--- config.mk ---
export PLATFORM = sky130hd
export DESIGN_NAME = memoryControl
export DESIGN_NICKNAME = d
export VERILOG_FILES = /design/src/design/coherencePkg.sv /design/src/design/memoryControl.sv
export VERILOG_INCLUDE_DIRS = /design/src /design/src/include
export SDC_FILE = /design/constraint.sdc
export NUM_CORES = 1
export LEC_CHECK = 0
export BUFFER_PORTS_ARGS = -buffer_cell sky130_fd_sc_hd__buf_4
export CORE_AREA = 2 2 189 191
export DETAILED_ROUTE_END_ITERATION = 10
export DIE_AREA = 0 0 191 193
export PLACE_DENSITY = 0.44
export SETUP_SLACK_MARGIN = 0.5
export SYNTH_ARGS = -nofsm -noshare
export SYNTH_HDL_FRONTEND = slang
export SYNTH_SLANG_ARGS = --single-unit
--- constraint.sdc ---
create_clock -name CLK -period 2.4 [get_ports CLK]
set_input_delay 0.72 -clock CLK [delete_from_list [all_inputs] [get_ports CLK]]
set_output_delay 0.72 -clock CLK [all_outputs]
set_load 0.02 [all_outputs]
--- src/include/coherence_macros.svh ---
// ================================================
// word and address widths, cache geometry
// RAM depth, access latency and reset pattern
// ================================================
`ifndef COHERENCE_MACROS_SVH
`define COHERENCE_MACROS_SVH

// data word and word address
`define WORD_WIDTH 32
`define ADDR_WIDTH 8

// one word per line, index from low address bits
`define CACHE_LINES 4

`define RAM_DEPTH (1 << `ADDR_WIDTH)

// start of an access to its ACCESS cycle
`define RAM_LATENCY 3

// each word resets to its address xor this
`define RAM_INIT 32'hA5A5_0000

`endif

--- src/design/coherencePkg.sv ---
// ================================================
// shared types of the coherent memory subsystem
// RAM and line states, core, bus, snoop and RAM
// request and response structs
// ================================================
`include "coherence_macros.svh"

package coherencePkg;

   typedef logic [`WORD_WIDTH-1:0] word_t;
   typedef logic [`ADDR_WIDTH-1:0] addr_t;

   typedef enum logic [1:0] {FREE, BUSY, ACCESS} ramState_t;

   typedef enum logic [1:0] {INVALID, SHARED, MODIFIED} lineState_t;

   typedef struct packed {
      logic  dREN;
      logic  dWEN;
      addr_t daddr;
      word_t dstore;
      logic  iREN;
      addr_t iaddr;
   } cpuReq_t;

   typedef struct packed {
      logic  dwait;
      word_t dload;
      logic  iwait;
      word_t iload;
   } cpuResp_t;

   // dWEN on the bus is a read for ownership
   typedef struct packed {
      logic  dREN;
      logic  dWEN;
      logic  wbEn;
      addr_t daddr;
      word_t dstore;
   } busReq_t;

   typedef struct packed {
      logic  dwait;
      word_t dload;
   } busResp_t;

   typedef struct packed {
      logic  snoopValid;
      logic  snoopInv;
      addr_t snoopAddr;
   } snoopReq_t;

   typedef struct packed {
      logic  hit;
      logic  dirty;
      word_t data;
   } snoopResp_t;

   typedef struct packed {
      logic  ramREN;
      logic  ramWEN;
      addr_t ramaddr;
      word_t ramstore;
   } ramReq_t;

endpackage

--- src/design/memoryControl.sv ---
// ================================================
// memory controller for two snooping caches
// data arbitration, MSI snoop and writeback,
// uncached instruction fetch, RAM access
// ================================================
`timescale 1ns/100ps

module memoryControl import coherencePkg::*; (
   input  logic       CLK,
   input  logic       nRST,
   input  busReq_t    busReq0,
   input  busReq_t    busReq1,
   input  snoopResp_t snoopResp0,
   input  snoopResp_t snoopResp1,
   input  cpuReq_t    ifetch0,
   input  cpuReq_t    ifetch1,
   input  word_t      ramload,
   input  ramState_t  ramState,
   output busResp_t   busResp0,
   output busResp_t   busResp1,
   output snoopReq_t  snoopReq0,
   output snoopReq_t  snoopReq1,
   output logic       iwait0,
   output logic       iwait1,
   output word_t      iload0,
   output word_t      iload1,
   output ramReq_t    ramReq
);

   typedef enum logic [2:0] {idle, snoop, writeBack, memAccess, fetch} ctrlState_t;

   ctrlState_t state;
   ctrlState_t nextState;

   // cache being served and the one being snooped
   logic owner;
   logic nextOwner;
   logic other;
   logic fetchOwner;
   logic nextFetchOwner;
   logic lastGrant;

   // dirty data captured in the snoop cycle
   word_t wbData;

   busReq_t    busReqs [2];
   snoopResp_t snoopResps [2];
   snoopReq_t  snoopReqs [2];
   cpuReq_t    ifetches [2];

   logic [1:0] dataPending;
   logic [1:0] dataDone;
   logic [1:0] fetchDone;
   logic       ramDone;

   assign busReqs[0]    = busReq0;
   assign busReqs[1]    = busReq1;
   assign snoopResps[0] = snoopResp0;
   assign snoopResps[1] = snoopResp1;
   assign ifetches[0]   = ifetch0;
   assign ifetches[1]   = ifetch1;

   assign dataPending[0] = busReq0.dREN | busReq0.dWEN | busReq0.wbEn;
   assign dataPending[1] = busReq1.dREN | busReq1.dWEN | busReq1.wbEn;

   assign other   = ~owner;
   assign ramDone = (ramState == ACCESS);

   always_comb begin
      nextState      = state;
      nextOwner      = owner;
      nextFetchOwner = fetchOwner;
      case (state)
         idle: begin
            if (|dataPending) begin
               // alternate when both caches ask
               if (dataPending[0] && dataPending[1]) begin
                  nextOwner = ~lastGrant;
               end else begin
                  nextOwner = dataPending[1];
               end
               // a victim writeback needs no snoop, the line is owned
               if (busReqs[nextOwner].wbEn) begin
                  nextState = memAccess;
               end else begin
                  nextState = snoop;
               end
            end else if (ifetch0.iREN) begin
               nextFetchOwner = 1'b0;
               nextState      = fetch;
            end else if (ifetch1.iREN) begin
               nextFetchOwner = 1'b1;
               nextState      = fetch;
            end
         end
         snoop: begin
            if (snoopResps[other].dirty) begin
               nextState = writeBack;
            end else begin
               nextState = memAccess;
            end
         end
         writeBack: begin
            if (ramDone) begin
               nextState = memAccess;
            end
         end
         memAccess: begin
            if (ramDone) begin
               nextState = idle;
            end
         end
         fetch: begin
            if (ramDone) begin
               nextState = idle;
            end
         end
         default: begin
            nextState = idle;
         end
      endcase
   end

   always_ff @(posedge CLK, negedge nRST) begin
      if (!nRST) begin
         state      <= idle;
         owner      <= 1'b0;
         fetchOwner <= 1'b0;
         lastGrant  <= 1'b1;
      end else begin
         state      <= nextState;
         owner      <= nextOwner;
         fetchOwner <= nextFetchOwner;
         if (state == idle && |dataPending) begin
            lastGrant <= nextOwner;
         end
      end
   end

   always_ff @(posedge CLK) begin
      if (state == snoop) begin
         wbData <= snoopResps[other].data;
      end
   end

   always_comb begin
      ramReq       = '0;
      snoopReqs[0] = '0;
      snoopReqs[1] = '0;
      case (state)
         snoop: begin
            snoopReqs[other].snoopValid = 1'b1;
            snoopReqs[other].snoopInv   = busReqs[owner].dWEN;
            snoopReqs[other].snoopAddr  = busReqs[owner].daddr;
         end
         writeBack: begin
            // other cache's modified copy goes out first
            ramReq.ramWEN   = 1'b1;
            ramReq.ramaddr  = busReqs[owner].daddr;
            ramReq.ramstore = wbData;
         end
         memAccess: begin
            ramReq.ramWEN   = busReqs[owner].wbEn;
            ramReq.ramREN   = ~busReqs[owner].wbEn;
            ramReq.ramaddr  = busReqs[owner].daddr;
            ramReq.ramstore = busReqs[owner].dstore;
         end
         fetch: begin
            ramReq.ramREN  = 1'b1;
            ramReq.ramaddr = ifetches[fetchOwner].iaddr;
         end
         default: begin
            ramReq = '0;
         end
      endcase
   end

   assign snoopReq0 = snoopReqs[0];
   assign snoopReq1 = snoopReqs[1];

   assign dataDone[0]  = (state == memAccess) && (owner == 1'b0) && ramDone;
   assign dataDone[1]  = (state == memAccess) && (owner == 1'b1) && ramDone;
   assign fetchDone[0] = (state == fetch) && (fetchOwner == 1'b0) && ramDone;
   assign fetchDone[1] = (state == fetch) && (fetchOwner == 1'b1) && ramDone;

   // losers just see wait held high
   assign busResp0.dwait = dataPending[0] & ~dataDone[0];
   assign busResp1.dwait = dataPending[1] & ~dataDone[1];
   assign busResp0.dload = ramload;
   assign busResp1.dload = ramload;

   assign iwait0 = ifetch0.iREN & ~fetchDone[0];
   assign iwait1 = ifetch1.iREN & ~fetchDone[1];
   assign iload0 = ramload;
   assign iload1 = ramload;

endmodule

== Word-level counts from Yosys, hierarchy flattened ==
Cells that the tools add are included.

* Reductions and logical operators: 18
* Equal/unequal tests: 8
* Bitwise logic cells: 21
* Order comparisons: 5
* Muxes and demuxes: 40

{| class="wikitable"
|+ Operators with widths
! cell !! count
|-
| $mux W42 || 3
|-
| $mux W41 || 3
|-
| $mux W33 || 3
|-
| $pmux W32 S2 || 1
|-
| $bwmux W20 || 2
|-
| $mux W8 || 4
|-
| $demux W10 S1 || 3
|-
| $mux W20 || 1
|-
| $pmux W8 S2 || 1
|-
| $mux W3 || 5
|-
| $pmux W3 S4 || 1
|-
| $logic_and A1 B1 Y1 || 11
|-
| $mux W10 || 1
|-
| $mux W9 || 1
|-
| $not A1 Y1 || 9
|-
| $ge A2 B2 Y1 const B || 4
|-
| $mux W1 || 8
|-
| $not A1 Y2 || 4
|-
| $eq A3 B2 Y1 const B || 2
|-
| $reduce_and A3 Y1 || 2
|-
| $reduce_or A2 Y1 || 3
|-
| $and A1 B1 Y1 || 4
|-
| $ne A4 B3 Y1 const B || 1
|-
| $or A1 B1 Y1 || 4
|-
| 10 further kinds || 11
|}

* Register bits: 38
* Output and inout port bits: 194

== Logic depth before layout (Yosys ltp) ==
* Depth in word-level cells: 13
* Depth in mapped cells: 5
* Mapped depth without buffers: 3

== Worst setup path after synthesis ==
Ideal clock, no wire load.

* Kind: register to output
* From: register state[1]
* To: output snoopReq0[2] (netlist bit)
* Stages on the path, launching flop included: 5
* Buffers on the path: 2
* Setup slack: 0.005 ns
* Arrival: 1.675 ns
* Cell sequence: dfrtp_1 > buf_2 > nor3b_1 > buf_2 > and3_1

{| class="wikitable"
|+ RTL lines
! what !! RTL line !! text
|-
| start, declared || memoryControl.sv:32 || <nowiki>ctrlState_t state;</nowiki>
|-
| start signal, assigned || memoryControl.sv:126 || <nowiki>state <= idle;</nowiki>
|-
| start signal, assigned || memoryControl.sv:131 || <nowiki>state <= nextState;</nowiki>
|-
| end, declared || memoryControl.sv:21 || <nowiki>output snoopReq_t snoopReq0,</nowiki>
|}

==> impl_metrics.toml <==
[clock_network]
ctsHtreeMaxLevel = 2
ctsHoldBuffers = 0
path_clk_slew_ps = 60
cts_buffers = 5
cts_buffer_depth = 2
insertion_delay_ps = 290
clock_sinks = 38
cts_tree = "yes"
root_buffer = "clkbuf_16"

[sta]
finClkSkew_ps = 3.68
fin_crit_sh_pct = 101
setup_violations = 6
rsz0062_at_grt = "true"
tightestPinTransition_ps = 490
hold_viol = 0
fin_crit_ps = 2420
maxSlewHeadroom_pct = 67.1
fin_ws_ps = -23.0
drv_slew = 0
fmax_ghz = 0.413

[status]
violations = "negative setup slack"
outcome = "finished, violations left"

[power]
powerDensity_nw_per_um2 = 1030
p_comb_share_pct = 76.9
p_seq_share_pct = 13.8
p_leak_nw = 2.75
ir_worst_vdd_v = 0.000335
swShare_pct = 41.6
power_mw = 7.23
power.internal_mw = 4.22
power_frac_clock_pct = 9.3
p_sw_mw = 3.01

[global_routing]
grt_pass1_wl_um = 21900
grt_start_max_net_pins = 33
grtUsageTotal_pct = 7.91
grt_pass1_vias = 3568
overflow = 0
grt_antenna_before_repair = 0

[yosys]
avgSynthCellArea_um2 = 9.49
synth-main-ff-cell = "edfxtp_1"
synth_cell_types = 41
ys_warn_count = 0
synth_nets = 703
yosysSeqAreaShare_pct = 28.5
synth-edff-count = 32
synthArstFlopShare_pct = 15.8
synthCells = 411
ys_ff_latch = 38
syn_area_um2 = 3900

[floorplan]
die_w_um = 191
core_area_um2 = 35000
io_pins = 486
die_h_um = 193
dieArea_um2 = 36900
initial_utilization_pct = 11.2
placementRows = 69

[finish]
antennaDiodeCount = 0
final_area_um2 = 7030
area_delta_synth_final_pct = 80.1
fin_nets = 848
drive_above_1_share_pct = 79.0

[drt]
vias = 3376
ant_nets = 0
routed_wl_um = 15200
routedWlPerCell_um = 14.9
dr.first_iter.drc_count = 111
dr.pass1.iters = 4
post-route-drc-count = 0
viasPerCell = 3.32

[worst_setup_path]
crit_fanout = 12
start_kind = "flop"
path_class = "reg -> out"
r2r_slack_ps = 600
r2r_cells = 6
critPathCaptureType = "output port"
worstPathRequired_ps = 1680
arrival_ps = 1700

[place]
preCtsSetupSlack_ps = 123
gp_congestion = 0.724
io_buffers = 239
dp_hpwl_um = 11500
placedInstanceArea_um2 = 6080

[worst_hold_path]
hp-class = "in -> async"

[run]
cap_violations = 0
[synthesized netlist by cell type, drive strengths merged, types with 2 or more instances]
cell type | n | area share [%]
o31a | 3 | 0.67
a41oi | 2 | 0.45
buf | 147 | 27
mux2i | 49 | 13
a21boi | 2 | 0.39
a21oi | 3 | 0.38
or3 | 2 | 0.32
edfxtp | 32 | 25
and3 | 18 | 2.9
nor2b | 2 | 0.32
o22ai | 8 | 1.3
nor2 | 35 | 3.4
nor3 | 4 | 0.80
dfrtp | 5 | 3.2
nand2 | 5 | 0.48
and2 | 2 | 0.32
clkbuf | 10 | 0.96
mux2 | 32 | 9.2
a211oi | 33 | 6.4
[layer usage]
layer / routed length, um / up-vias / track usage, %
li1: - / 1616 / -
met1: 5960 / 1588 / 9.48
met2: 7600 / 119 / 13.0
met3: 1040 / 53 / 2.14
met4: 582 / 0 / 4.03
met5: 0 / - / 0
[flip-flops by register name, summed over array words and instances, names as in the netlist]
register    cells
wbData         32
fetchOwner      1
state           3
owner           1
lastGrant       1
[metrics by stage]
stage	utilization (%)	std cells	hold slack [ps]	setup TNS (ps)
after CTS	19.6	1007	222	-720
final	20.1	1018	233	-71.1
after floorplan	-	411	424	0
after global routing	20.1	1018	225	-2350
after global placement	17.4	981	540	0
after detailed placement	17.4	981	539	0
[worst max-delay path, stage by stage (launching register included)]
cell and delay, ps:
dfrtp_4 510, buf_12 170, buf_4 170, mux2i_2 170
a211oi_4 230, buf_6 150
[cells by family (layout without fill, tap and decap cells)]
logic type	after synthesis	after routing	synth area share (%)
simple gates	74	74	9.72
buf+inv	158	304	28.6
mux	81	81	21.8
flops	38	38	28.5
compound gates	60	60	11.4
[power groups by stage]
stage | sequential [mW] | clock, mW | combinational (mW)
2_1_floorplan | 0.954 | 0 | 3.32
3_3_place_gp | 1.01 | 0 | 4.52
3_5_place_dp | 1.00 | 0 | 4.51
4_1_cts | 0.999 | 0.706 | 5.44
5_1_grt | 1.01 | 0.730 | 5.89
6_report | 0.997 | 0.673 | 5.56
[path summary, 6_finish.rpt]
kind,from,endpoint
max,owner,ramReq[15]
min,nRST,fetchOwner
max reg2reg,owner,wbData[25]
min reg2reg,lastGrant,lastGrant
max in group asynchronous,nRST,lastGrant
min in group CLK,lastGrant,lastGrant
[what timing repair did]
action	4_1_cts	5_1_grt
cloned	5	1
resized for setup	99	15
setup buffers	13	10
pin swaps	24	16
endpoints found under the setup margin	66	98
[cell usage in the layout, fill, tap and decap left out, types with 4 or more instances in the layout]
| master | synthesis | layout |
|---|---|---|
| a211oi_2 | 0 | 4 |
| a211oi_4 | 0 | 28 |
| and3_4 | 0 | 18 |
| buf_12 | 0 | 11 |
| buf_16 | 0 | 4 |
| buf_4 | 132 | 206 |
| buf_6 | 1 | 70 |
| clkbuf_16 | 0 | 6 |
| edfxtp_1 | 32 | 32 |
| mux2_2 | 32 | 32 |
| mux2i_1 | 49 | 22 |
| mux2i_2 | 0 | 24 |
| nand2_1 | 5 | 5 |
| nor2_1 | 34 | 34 |
| o22ai_4 | 0 | 8 |
[layout make-up]
cell class                      instances  area [um^2]
Clock buffer                            5          125
Multi-Input combinational cell        215         2430
Inverter                                1         7.51
Clock inverter                          3         16.3
Timing Repair Buffer                  295         2750
Sequential cell                        38         1120
Tap cell                              461          577
Fill cell                            3833        27900
Note: power is estimated with default switching activity, not from simulation.
