$ cat src/include/coherence_macros.svh
// ================================================
// word and address widths, cache geometry
// RAM depth, access latency and reset pattern
// ================================================
`ifndef COHERENCE_MACROS_SVH
`define COHERENCE_MACROS_SVH

// data word and word address
`define WORD_WIDTH 32
`define ADDR_WIDTH 8

// one word per line, index from low address bits
`define CACHE_LINES 4

`define RAM_DEPTH (1 << `ADDR_WIDTH)

// start of an access to its ACCESS cycle
`define RAM_LATENCY 3

// each word resets to its address xor this
`define RAM_INIT 32'hA5A5_0000

`endif

$ cat src/design/coherencePkg.sv
// ================================================
// shared types of the coherent memory subsystem
// RAM and line states, core, bus, snoop and RAM
// request and response structs
// ================================================
`include "coherence_macros.svh"

package coherencePkg;

   typedef logic [`WORD_WIDTH-1:0] word_t;
   typedef logic [`ADDR_WIDTH-1:0] addr_t;

   typedef enum logic [1:0] {FREE, BUSY, ACCESS} ramState_t;

   typedef enum logic [1:0] {INVALID, SHARED, MODIFIED} lineState_t;

   typedef struct packed {
      logic  dREN;
      logic  dWEN;
      addr_t daddr;
      word_t dstore;
      logic  iREN;
      addr_t iaddr;
   } cpuReq_t;

   typedef struct packed {
      logic  dwait;
      word_t dload;
      logic  iwait;
      word_t iload;
   } cpuResp_t;

   // dWEN on the bus is a read for ownership
   typedef struct packed {
      logic  dREN;
      logic  dWEN;
      logic  wbEn;
      addr_t daddr;
      word_t dstore;
   } busReq_t;

   typedef struct packed {
      logic  dwait;
      word_t dload;
   } busResp_t;

   typedef struct packed {
      logic  snoopValid;
      logic  snoopInv;
      addr_t snoopAddr;
   } snoopReq_t;

   typedef struct packed {
      logic  hit;
      logic  dirty;
      word_t data;
   } snoopResp_t;

   typedef struct packed {
      logic  ramREN;
      logic  ramWEN;
      addr_t ramaddr;
      word_t ramstore;
   } ramReq_t;

endpackage

$ cat src/design/snoopCache.sv
// ================================================
// direct-mapped write-back data cache
// MSI line states, victim writeback, snoop port
// ================================================
`timescale 1ns/100ps
`include "coherence_macros.svh"

module snoopCache import coherencePkg::*; (
   input  logic       CLK,
   input  logic       nRST,
   input  cpuReq_t    cpuData,
   input  busResp_t   busResp,
   input  snoopReq_t  snoopReq,
   output logic       dwait,
   output word_t      dload,
   output busReq_t    busReq,
   output snoopResp_t snoopResp
);

   localparam int IDX_W = $clog2(`CACHE_LINES);
   localparam int TAG_W = `ADDR_WIDTH - IDX_W;

   typedef enum logic [1:0] {LOOKUP, VICTIM, FILL} missPhase_t;

   logic [TAG_W-1:0] tags [`CACHE_LINES];
   word_t            lineData [`CACHE_LINES];
   lineState_t       states [`CACHE_LINES];

   logic [IDX_W-1:0] idx;
   logic [IDX_W-1:0] snoopIdx;
   logic [TAG_W-1:0] tag;
   logic [TAG_W-1:0] snoopTag;

   logic       cpuReq;
   logic       tagMatch;
   logic       hitOk;
   logic       snoopClash;
   logic       hitDone;
   logic       busDone;
   logic       snoopHit;
   missPhase_t phase;

   assign idx    = cpuData.daddr[IDX_W-1:0];
   assign tag    = cpuData.daddr[`ADDR_WIDTH-1:IDX_W];
   assign cpuReq = cpuData.dREN | cpuData.dWEN;

   // writes need the line in MODIFIED
   assign tagMatch = (states[idx] != INVALID) && (tags[idx] == tag);
   assign hitOk    = tagMatch && (cpuData.dREN || states[idx] == MODIFIED);

   // hold a hit back while the same line is being snooped
   assign snoopClash = snoopReq.snoopValid && (snoopIdx == idx);
   assign hitDone    = cpuReq && hitOk && !snoopClash;
   assign busDone    = ~busResp.dwait;

   // miss sequencing, a modified victim goes out before the fill
   always_comb begin
      if (!cpuReq || hitOk) begin
         phase = LOOKUP;
      end else if (states[idx] == MODIFIED) begin
         phase = VICTIM;
      end else begin
         phase = FILL;
      end
   end

   always_comb begin
      busReq        = '0;
      busReq.daddr  = cpuData.daddr;
      busReq.dstore = lineData[idx];
      case (phase)
         VICTIM: begin
            busReq.wbEn  = 1'b1;
            busReq.daddr = {tags[idx], idx};
         end
         FILL: begin
            busReq.dREN = cpuData.dREN;
            busReq.dWEN = cpuData.dWEN;
         end
         default: begin
            busReq.wbEn = 1'b0;
         end
      endcase
   end

   assign dwait = cpuReq && !(hitDone || (phase == FILL && busDone));
   assign dload = (phase == FILL) ? busResp.dload : lineData[idx];

   assign snoopIdx = snoopReq.snoopAddr[IDX_W-1:0];
   assign snoopTag = snoopReq.snoopAddr[`ADDR_WIDTH-1:IDX_W];
   assign snoopHit = snoopReq.snoopValid && (states[snoopIdx] != INVALID) &&
                     (tags[snoopIdx] == snoopTag);

   assign snoopResp.hit   = snoopHit;
   assign snoopResp.dirty = snoopHit && (states[snoopIdx] == MODIFIED);
   assign snoopResp.data  = lineData[snoopIdx];

   always_ff @(posedge CLK, negedge nRST) begin
      if (!nRST) begin
         for (int i = 0; i < `CACHE_LINES; i++) begin
            states[i] <= INVALID;
         end
      end else begin
         if (phase == VICTIM && busDone) begin
            states[idx] <= INVALID;
         end else if (phase == FILL && busDone) begin
            states[idx] <= cpuData.dWEN ? MODIFIED : SHARED;
         end
         // snoops never land on the line a hit completes
         if (snoopHit) begin
            if (snoopReq.snoopInv) begin
               states[snoopIdx] <= INVALID;
            end else if (states[snoopIdx] == MODIFIED) begin
               states[snoopIdx] <= SHARED;
            end
         end
      end
   end

   always_ff @(posedge CLK) begin
      if (phase == FILL && busDone) begin
         tags[idx]     <= tag;
         lineData[idx] <= cpuData.dWEN ? cpuData.dstore : busResp.dload;
      end else if (hitDone && cpuData.dWEN) begin
         lineData[idx] <= cpuData.dstore;
      end
   end

endmodule

$ cat config.mk
export PLATFORM = sky130hd
export DESIGN_NAME = snoopCache
export DESIGN_NICKNAME = d
export VERILOG_FILES = /design/src/design/coherencePkg.sv /design/src/design/snoopCache.sv
export VERILOG_INCLUDE_DIRS = /design/src /design/src/include
export SDC_FILE = /design/constraint.sdc
export NUM_CORES = 1
export LEC_CHECK = 0
export BUFFER_PORTS_ARGS = -buffer_cell sky130_fd_sc_hd__buf_2
export CAP_MARGIN = 10
export CORE_UTILIZATION = 46
export DETAILED_ROUTE_END_ITERATION = 8
export PLACE_DENSITY = 0.78
export SLEW_MARGIN = 30
export SYNTH_ARGS = -nofsm -noshare
export SYNTH_HDL_FRONTEND = slang
export SYNTH_SLANG_ARGS = --single-unit
$ cat constraint.sdc
create_clock -name CLK -period 5.3 [get_ports CLK]
set_clock_uncertainty 0.1 [all_clocks]
set_input_delay 1.06 -clock CLK [delete_from_list [all_inputs] [get_ports CLK]]
set_output_delay 1.06 -clock CLK [all_outputs]
set_load 0.01 [all_outputs]
After elaboration in Yosys (flattened, before gate mapping)
Memory sizes are Yosys's and may differ from the RTL's.
Cells that the tools add are included.
Storage, ports and cells
  memories kept: 2
  word-level logic and storage cells: 81
  register bits: 8
  input bits: 96
  RAM bits: 152
  output and inout bits: 110
Operators by class
  $lt $le $gt $ge: 4
  equal/unequal tests: 7
  mux-type cells: 30
  bitwise logic cells: 12
  reduce and logical (&&, ||, !) cells: 22
Memory list
  lineData: depth 4, width 32, read ports 2, clocked after memory_dff 0, write ports 1, line snoopCache.sv:26  | word_t lineData [`CACHE_LINES];
  tags: depth 4, width 6, read ports 2, clocked after memory_dff 0, write ports 1, line snoopCache.sv:25  | logic [TAG_W-1:0] tags [`CACHE_LINES];
Operators by type and width (count)
  two-way mux 32 bit: 3
  two-way mux 8 bit: 6
  two-way mux 2 bit: 10
  AND 8 bit: 2
  NOT 8 bit: 2
  logical AND 1 bit: 14
  == test 6 bit: 2
  binary-select mux 2 bit (select 2 bit): 2
  bitwise mux 8 bit: 1
  demux 2 bit (select 2 bit): 2
  == test 2 bit (second input constant): 3
  greater-or-equal comparator 3 bit (second input constant): 2
  less-than comparator 3 x 1 -> 1 bit (second input constant): 2
  two-way mux 1 bit: 6
  NOT 2 -> 3 bit: 2
  AND 4 bit: 1
  NOT 4 bit: 1
  bitwise OR 4 bit: 1
  nonzero test 2 bit: 2
  zero test 1 bit: 3
  logical OR 1 bit: 3
  == test 2 x 1 -> 1 bit (second input constant): 1
  == test 2 bit: 1
  bitwise OR 1 bit: 2
  NOT 1 bit: 1

Longest topological paths before layout
Gate-level depths: netlist of run 1.
  depth in word-level cells: 17
  mapped depth: 9
  depth with buffers taken out: 6

Worst setup path after synthesis of run 1
Ideal clock, no wire load.
  kind: input port to flip-flop
  start point: in cpuData[42] (netlist name)
  end point: mem lineData[1][0] (netlist name) (enable)
  stages: 7
  arrival time: 4.231 ns
  path buffers: 1
  slack: 0.548 ns
  path through: clkbuf_1 > mux4_2 > xnor2_1 > nand4_2 > a211oi_2 > a32oi_2 > nor2_1
Between the ends
  word-level cells in the longest chain between the ends: 14
  elaborated cells between the ends (all ways): 28
RTL lines
  start, declared: line snoopCache.sv:11  | input cpuReq_t cpuData,
  NOT 2 -> 3 bit (implied by the code): line snoopCache.sv:48, snoopCache.sv:49, snoopCache.sv:60
  binary-select mux 2 bit (select 2 bit): line snoopCache.sv:48, snoopCache.sv:49, snoopCache.sv:60
  two-way mux 2 bit (implied by the code) (2 in a row): line snoopCache.sv:48, snoopCache.sv:49, snoopCache.sv:60
  == test 2 bit or nonzero test 2 bit (tied branches): line snoopCache.sv:49, snoopCache.sv:60, snoopCache.sv:48
  logical OR 1 bit or logical AND 1 bit (tied branches): line snoopCache.sv:49, snoopCache.sv:48
  logical AND 1 bit: line snoopCache.sv:49  | assign hitOk = tagMatch && (cpuData.dREN || states[idx] == MODIFIED);
  logical OR 1 bit or logical AND 1 bit (tied branches): line snoopCache.sv:58, snoopCache.sv:53
  two-way mux 2 bit or logical AND 1 bit (tied branches): line snoopCache.sv:58, snoopCache.sv:53
  == test 2 bit or logical AND 1 bit (tied branches): line snoopCache.sv:121, snoopCache.sv:124
  logical AND 1 bit or two-way mux 1 bit (tied branches): line snoopCache.sv:121, snoopCache.sv:124
  two-way mux 1 bit: line snoopCache.sv:121  | if (phase == FILL && busDone) begin
  two-way mux 1 bit (on tied branches): line snoopCache.sv:123, snoopCache.sv:125
  bitwise OR 1 bit (no line)
  end, declared: line snoopCache.sv:26
Several ways; a longest one is shown, not always the timed one. The select of a mux whose other input is x is not followed.

Worst setup path in the final report of run 1
  start point: in cpuData[42] (netlist name)
  end point: out dload[1]
Between the ends
  word-level cells in the longest chain between the ends: 11
  elaborated cells between the ends (all ways): 17
RTL lines
  NOT 2 -> 3 bit (implied by the code): line snoopCache.sv:48, snoopCache.sv:49, snoopCache.sv:60
  binary-select mux 2 bit (select 2 bit): line snoopCache.sv:48, snoopCache.sv:49, snoopCache.sv:60
  two-way mux 2 bit (implied by the code) (2 in a row): line snoopCache.sv:48, snoopCache.sv:49, snoopCache.sv:60
  == test 2 bit or nonzero test 2 bit (tied branches): line snoopCache.sv:49, snoopCache.sv:60, snoopCache.sv:48
  logical OR 1 bit or logical AND 1 bit (tied branches): line snoopCache.sv:49, snoopCache.sv:48
  logical AND 1 bit: line snoopCache.sv:49
  logical OR 1 bit: line snoopCache.sv:58  | if (!cpuReq || hitOk) begin
  two-way mux 2 bit: line snoopCache.sv:58
  == test 2 bit: line snoopCache.sv:87  | assign dload = (phase == FILL) ? busResp.dload : lineData[idx];
  two-way mux 32 bit (*): line snoopCache.sv:87
  end, declared: line snoopCache.sv:15  | output word_t dload,
Mark *: on every way between the ends. The rest lies on a longest branch, timed or not. The select of a mux whose other input is x is not followed.

==> results of run 1 <==
-- state kept, by name (all words and copies together) (netlist names) --
| name | count |
|---|---|
| tags | 24 |
| lineData | 128 |
| states | 8 |
-- critical path: stages --
cell      delay [ps]
buf_2            490
buf_4            360
mux4_2           330
nand2b_1         180
o311a_2          200
buf_4            540
mux2_2           410
buf_2            140
-- metrics by stage --
stage / util, % / cells
2_1_floorplan: - / 441
3_3_place_gp: 54.5 / 844
3_5_place_dp: 54.5 / 844
4_1_cts: 57.7 / 876
5_1_grt: 57.8 / 876
6_report: 57.8 / 876
-- routing by layer --
layer  global-route usage [%]  wire length [um]  vias up
met2                     37.0             10000      229
met4                     7.65               276        0
met5                        0                 0        -
met1                     28.2              7840     2642
li1                         -                 -     2263
met3                     4.81              1330       26
-- layout make-up --
class / count / area [um2]
Tap cell: 225 / 282
Clock buffer: 17 / 425
Sequential cell: 160 / 4760
Clock inverter: 15 / 135
Fill cell: 1317 / 7380
Inverter: 5 / 18.8
Multi-Input combinational cell: 244 / 3380
Timing Repair Buffer: 210 / 1090
-- power breakdown --
group          total, mW  switching (mW)  internal (mW)
logic              0.689           0.352          0.337
registers           1.49          0.0288           1.46
clock network       1.16           0.504          0.651
total               3.34           0.885           2.45
-- worst min-delay path by stage --
stage | from | to | slack (ps) | cells past startpoint
finish | nRST | states[1] | 390 | 1
global route | nRST | states[7] | 380 | 1
CTS | nRST | states[7] | 370 | 1
detailed placement | states[1] | states[1] | 440 | 2
global placement | states[1] | states[1] | 420 | 2
floorplan | states[1] | states[1] | 410 | 2
-- layout by cell type, fill, tap and decap left out, types with 7 or more instances in the layout --
master | netlist | routed
mux4_2 | 78 | 78
buf_4 | 3 | 16
clkbuf_16 | 0 | 17
buf_2 | 4 | 194
mux2_2 | 44 | 44
edfxtp_1 | 152 | 152
dfrtp_1 | 8 | 8
xnor2_1 | 14 | 14
mux2_4 | 26 | 26
o41ai_1 | 8 | 8
nand3_1 | 7 | 7
-- logic make-up (layout without fill, tap and decap cells) --
family          Yosys count  after routing
flops                   160            160
compound gates           28             28
buf+inv                  37            247
xor+xnor                 16             16
mux                     152            152
simple gates             48             48
==> metrics, run 1 <==
antenna viol nets, final 0; Design Power 3.34 mW; crit path to dload[1]; DP Area 9520 um2; Initial Util 47.5%; Slew Limit Headroom 35.4%; Mapped Nets 537; Peak VDD IR 0.227 mV; fin area 10100 um2; Final min period 4940 ps; fin. max-slew vios 0; FMAX 202 MHz; share of cells above drive strength 1 62.2%; GRT overflow 0; pwr dens 330 nW/um2; Root Buffer clkbuf_16; top cells by area, synth edfxtp_1 55%, mux4_2 21%, mux2_2 6.0%; die width 136 um; Slew @ Worst Pin 957 ps; register area share after synthesis 57.5%; pre-CTS setup slack 357 ps; endpoints failing hold 0; largest family of logic cells by synthesized area multiplexers; post-synth top area cell edfxtp_1; Area Growth Syn to Fin 21.7%; largest net degree at the start of global routing 37; Yosys cell types 40; maxcap violations 0; reg2reg setup slack 1700 ps; die area 18600 um2; n_diodes 0; Fin Hold WS 389 ps; Setup crit end kind primary output; final worst slack 361 ps; IO Pins 206; CP Launch Point cpuData[42]; count leader, synth edfxtp_1; Mapped Cells 441; Final TNS setup 0 ps; CP arrival 3780 ps; compound-gate portion of the synthesized area 3.02%; setup violators final 0; drc violations 0; RSZ-0062 raised after global routing no; most frequent cells after synthesis 152 x edfxtp_1, 78 x mux4_2, 44 x mux2_2; area of the mapped netlist 8290 um2; static leakage 3.75 nW; CTS tree yes; 1st-iter DRT viols 423; hold bufs inserted after CTS 0; Synth Area in Adders 0%; row count 48; Synth warnings 0; startpoint types primary input; first-pass GRT wire length 30000 um; Synth async-reset ratio 5.00%; TritonRoute pass-1 iters 4; post_cts resized 0; clk sink count 160; CTS buffer count 17; detailed placement HPWL 13200 um; routed vias/inst 5.89; Hold Crit Class in2async; NumNets Final 734; GPL Wtd Cong 0.812; largest fanout on the critical path 36; vias 5160; Post-Route WL 19500 um; status finished, final reports clean; worst path required time 4140 ps; syn avg cell area 18.8 um2; R2R cell count 7; multiplexer share of the synthesized area 32.3%; clk_lat worst skew 410 ps; port buffer count 196; die height 136 um; clock transition at the registers of the reported paths 60 ps; core area 17500 um2; final worst-path cycle share 93.2%; crit path kind in2out; Worst R2R End lineData[1][19]; htree depth 4; EDFF count, synth 152; XOR/XNOR share of the synthesized area 1.69%; number of setup buffers added after CTS 0; antenna violations before repair 0; DR WL/cell 22.2 um; top cell type's share of synthesized area 55.0%; Synth Flop Type edfxtp_1; vias in the first global route 5412; Seq cells post-synth 160; GR Util All Layers 22.0%; worst flop-to-flop path startpoint tags[2][5]; CTS Buffer Depth 2; simple-gate share of the synthesized area 3.17%
Power figures use the tool's default switching activity.
==> run 2: changes to the inputs <==
--- a/config.mk
+++ b/config.mk
@@ -11,6 +11,7 @@
 export CORE_UTILIZATION = 46
 export DETAILED_ROUTE_END_ITERATION = 8
 export PLACE_DENSITY = 0.78
+export RECOVER_POWER = 50
 export SLEW_MARGIN = 30
 export SYNTH_ARGS = -nofsm -noshare
 export SYNTH_HDL_FRONTEND = slang
==> run 2 against run 1 <==
  * The flow now finishes with violations (max-capacitance violations, max-slew violations)
  * Core utilization is 0.38 points lower
  * Combinational power decreased by 2%
  * Cell area is 0.66% lower
  * Sequential share of layout area rose by 0.31 points
  * Via count grew 0.39%
==> metrics, run 2 (synthesis results as in run 1) <==
CTS Buffer Depth 2; Slew @ Worst Pin 1960 ps; largest fanout on the critical path 36; worst hold path depth 2; maxcap violations 1; NumNets Final 734; placed cells 844; CP cell instances buf_2 -> buf_4 -> mux4_2 -> nand2b_1 -> o311a_2 -> buf_4 -> mux2_2 -> buf_2; register name with the most flops lineData; most frequent cells in the layout 157 x buf_2, 152 x edfxtp_1, 78 x mux4_2; core area 17500 um2; port buffer count 196; Final Util 57.4%; Hold EP states[0]; Final min period 4920 ps; antenna violations before repair 0; routed vias/inst 5.91; failing checks max-capacitance violations, max-slew violations; drc violations 0; Worst R2R End lineData[1][10]; die area 18600 um2; Buf/Inv on CP 4; pwr dens 331 nW/um2; TritonRoute pass-1 iters 4; Worst path slowest cell buf_4; share of cells above drive strength 1 51.0%; Top Registers lineData x128, tags x24, states x8; largest net degree at the start of global routing 37; GPL Wtd Cong 0.812; Final TNS setup 0 ps; worst flop-to-flop path startpoint tags[2][5]; clk_lat worst skew 410 ps; area of the multi-input gates 3370 um2; first-pass GRT wire length 30000 um; CTS buffer count 17; most common cell after layout, fill and taps aside buf_2; row count 48; die height 136 um; post_cts resized 0; max reg flops 128; non-filler cells, final 876; final worst slack 381 ps; Post-Route WL 19400 um; endpoints failing hold 0; CTS tree yes; Setup crit end kind primary output; Area Growth Syn to Fin 20.9%; clock transition at the registers of the reported paths 60 ps; startpoint types primary input; vias in the first global route 5412; worst hold start states[0]; reg2reg setup slack 1640 ps; Filler cells 1344; antenna viol nets, final 0; DR WL/cell 22.2 um; detailed placement HPWL 13200 um; crit path kind in2out; CP peak stage delay 540 ps; static leakage 3.64 nW; Initial Util 47.5%; final worst-path cycle share 92.8%; Hold Crit Class reg2reg; pre-CTS setup slack 357 ps; clk sink count 160; die width 136 um; GR Util All Layers 22.0%; number of setup buffers added after CTS 0; total area of sequential cells 4760 um2; Crit path depth 8; setup violators final 0; htree depth 4; IO Pins 206; R2R cell count 7; fin. max-slew vios 31; hold bufs inserted after CTS 0; CP arrival 3760 ps; Root Buffer clkbuf_16; delay-heaviest family, CP buffers and inverters; vias 5180; RSZ-0062 raised after global routing no; n_diodes 0; GRT overflow 0; Fin Hold WS 447 ps; worst path required time 4140 ps; Slew Limit Headroom -30.9%; Peak VDD IR 0.227 mV; status finished with violations; 1st-iter DRT viols 339; FMAX 203 MHz
-- run 2: cell types whose count changed in the layout (fill, tap and decap cells not counted), moves of 2 or more --
cell	previous run	this run
nor3_1	2	4
mux2_2	44	12
buf_2	194	157
nor3_2	2	0
mux2_1	0	32
clkbuf_1	0	39
buf_4	16	13
-- run 2: through the flow --
stage / cell area (um2) / power (mW)
2_1_floorplan: 8290 / 1.98
3_3_place_gp: 9520 / 2.18
3_5_place_dp: 9520 / 2.21
4_1_cts: 10100 / 3.36
5_1_grt: 10000 / 3.45
6_report: 10000 / 3.32
-- run 2: layout make-up --
cell class	count	share of cell area (%)
clock buffer	17	4.24
clock inverter	15	1.35
inverter	5	0.187
multi-input combinational	244	33.6
sequential	160	47.5
tap	225	2.81
timing repair buffer	210	10.3
-- run 2: worst max path at each step --
stage	start	end	slack, ps
2_1_floorplan	cpuData[42]	lineData[1][0]	550
3_3_place_gp	cpuData[42]	dload[1]	420
3_5_place_dp	cpuData[42]	dload[0]	360
4_1_cts	cpuData[42]	dload[0]	330
5_1_grt	cpuData[42]	dload[2]	250
6_report	cpuData[42]	dload[1]	380
-- run 2: metal layers --
metal / wire [um] / vias to the layer above / GRT usage [%]
met2: 9950 / 242 / 37.0
li1: - / 2265 / -
met3: 1240 / 20 / 4.81
met4: 230 / 0 / 7.65
met1: 8040 / 2653 / 28.2
met5: 0 / - / 0
-- run 2: report_power, final --
group	internal (mW)	switching [mW]	leakage, nW
clock network	0.651	0.504	0.269
registers	1.46	0.0289	1.48
logic	0.325	0.352	1.88
total	2.44	0.885	3.64
-- run 2: worst min-delay path: stages (launching register included) --
cell	delay, ps
dfrtp_1	390
o41ai_1	70
a32oi_1	50
==> run 3: changes to the inputs <==
==> constraint.sdc (replaced) <==
create_clock -name CLK -period 5.2 [get_ports CLK]
set_clock_uncertainty 0.1 [all_clocks]
set_input_delay 1.04 -clock CLK [delete_from_list [all_inputs] [get_ports CLK]]
set_output_delay 1.04 -clock CLK [all_outputs]
set_load 0.01 [all_outputs]
==> run 3 against run 2 <==
  * The run still ends with max-capacitance violations, max-slew violations left
  * Register-to-register slack lost 160 ps
  * Core utilization is essentially flat
  * Combinational power grew 2%
  * Critical path depth is the same
  * Total power grew 2.5%
  * Cell area is essentially flat
  * Critical path type unchanged
==> metrics, run 3 (synthesis results as in run 1) <==
top routing layer in use met4; crit path kind in2out; max reg flops 128; port buffer count 196; CTS buffer count 17; Final min period 4880 ps; static leakage 3.63 nW; worst path required time 4060 ps; GPL Wtd Cong 0.821; antenna viol nets, final 0; core area 17500 um2; Sw Share 25.8%; first-pass GRT wire length 30100 um; number of setup buffers added after CTS 0; post_cts resized 0; Slew @ Worst Pin 1850 ps; status finished with violations; Post-Route WL 19300 um; metal2 WL 10000 um; Root Buffer clkbuf_16; Hold Crit Class in2async; largest fanout on the critical path 36; pwr dens 339 nW/um2; Clk pwr share 35.1%; GRT overflow 0; Initial Util 47.5%; die height 136 um; clk sink count 160; Filler cells 1357; failing checks max-capacitance violations, max-slew violations; share of cells above drive strength 1 50.4%; final worst-path cycle share 93.8%; FMAX 205 MHz; CP arrival 3740 ps; Fin Hold WS 435 ps; die width 136 um; clk_lat worst skew 430 ps; reg2reg setup slack 1480 ps; placed cells 844; Comb pwr share 20.3%; n_diodes 0; largest net degree at the start of global routing 37; Final Util 57.4%; Top Registers lineData x128, tags x24, states x8; 1st-iter DRT viols 317; htree depth 4; Peak VDD IR 0.220 mV; hold bufs inserted after CTS 0; CTS Buffer Depth 2; clock transition at the registers of the reported paths 60 ps; die area 18600 um2; non-filler cells, final 876; Area Growth Syn to Fin 21.0%; GR Util All Layers 22.1%; endpoints failing hold 0; DP Area 9520 um2; Metal-1 WL 7680 um; Cell Int Power 2.52 mW; detailed placement HPWL 13000 um; Setup crit end kind primary output; routed vias/inst 5.96; register name with the most flops lineData; most common cell after layout, fill and taps aside buf_2; fin area 10000 um2; startpoint types primary input; Sequential Power Share 44.7%; IO Pins 206; NumNets Final 734; vias in the first global route 5624; CTS tree yes; vias 5224; most frequent cells in the layout 156 x buf_2, 152 x edfxtp_1, 78 x mux4_2; met3 WL 1250 um; RSZ-0062 raised after global routing no; Final TNS setup 0 ps; fin. max-slew vios 31; antenna violations before repair 1; maxcap violations 1; drc violations 0; row count 48; DR WL/cell 22.0 um; Slew Limit Headroom -23.5%; TritonRoute pass-1 iters 6; sw power 880 uW; setup violators final 0
-- run 3: changes by cell type in the layout (fill, tap and decap cells not counted), sizes merged --
cell    previous run  this run
buf              170       168
inv                9         7
clkbuf            57        60
bufinv             1         2
-- run 3: metrics by stage --
| step | setup WS (ps) | total power, mW |
|---|---|---|
| after floorplan | 468 | 2.02 |
| after global placement | 369 | 2.22 |
| after detailed placement | 286 | 2.25 |
| after CTS | 297 | 3.44 |
| after global routing | 194 | 3.53 |
| final | 321 | 3.40 |
-- run 3: area by class of cell --
cell class	count	area, um2	share of cell area (%)
clock buffers	18	429	4.28
well taps	225	282	2.81
flip-flops and latches	160	4760	47.5
repair buffers	210	1030	10.3
multi-input cells	244	3370	33.6
inverters	5	18.8	0.187
clock inverters	14	139	1.38
-- run 3: worst paths after layout --
kind,start,to,cells after the start
worst max-delay path,cpuData[42],dload[1],8
worst min-delay path,nRST,states[6],1
worst max register to register,tags[3][2],lineData[2][17],7
worst min register to register,states[3],states[3],2
max in group asynchronous,nRST,states[3],1
min in group CLK,states[3],states[3],2
-- run 3: power groups by stage --
stage	sequential (mW)	clock [mW]	combinational, mW
after global routing	1.53	1.27	0.740
after detailed placement	1.55	0	0.704
after floorplan	1.54	0	0.484
after global placement	1.54	0	0.683
after CTS	1.52	1.21	0.708
final	1.52	1.19	0.690
-- run 3: routing by layer --
layer / track usage (%) / up-vias
met5: 0 / -
met3: 4.85 / 30
li1: - / 2266
met2: 37.8 / 232
met4: 8.64 / 0
met1: 27.2 / 2696
-- run 3: worst max-delay path: stages --
cell and delay (ps):
buf_2 490, buf_4 360, mux4_2 320, nand2b_1 180
o311a_2 200, buf_4 560, mux2_2 400, buf_2 140
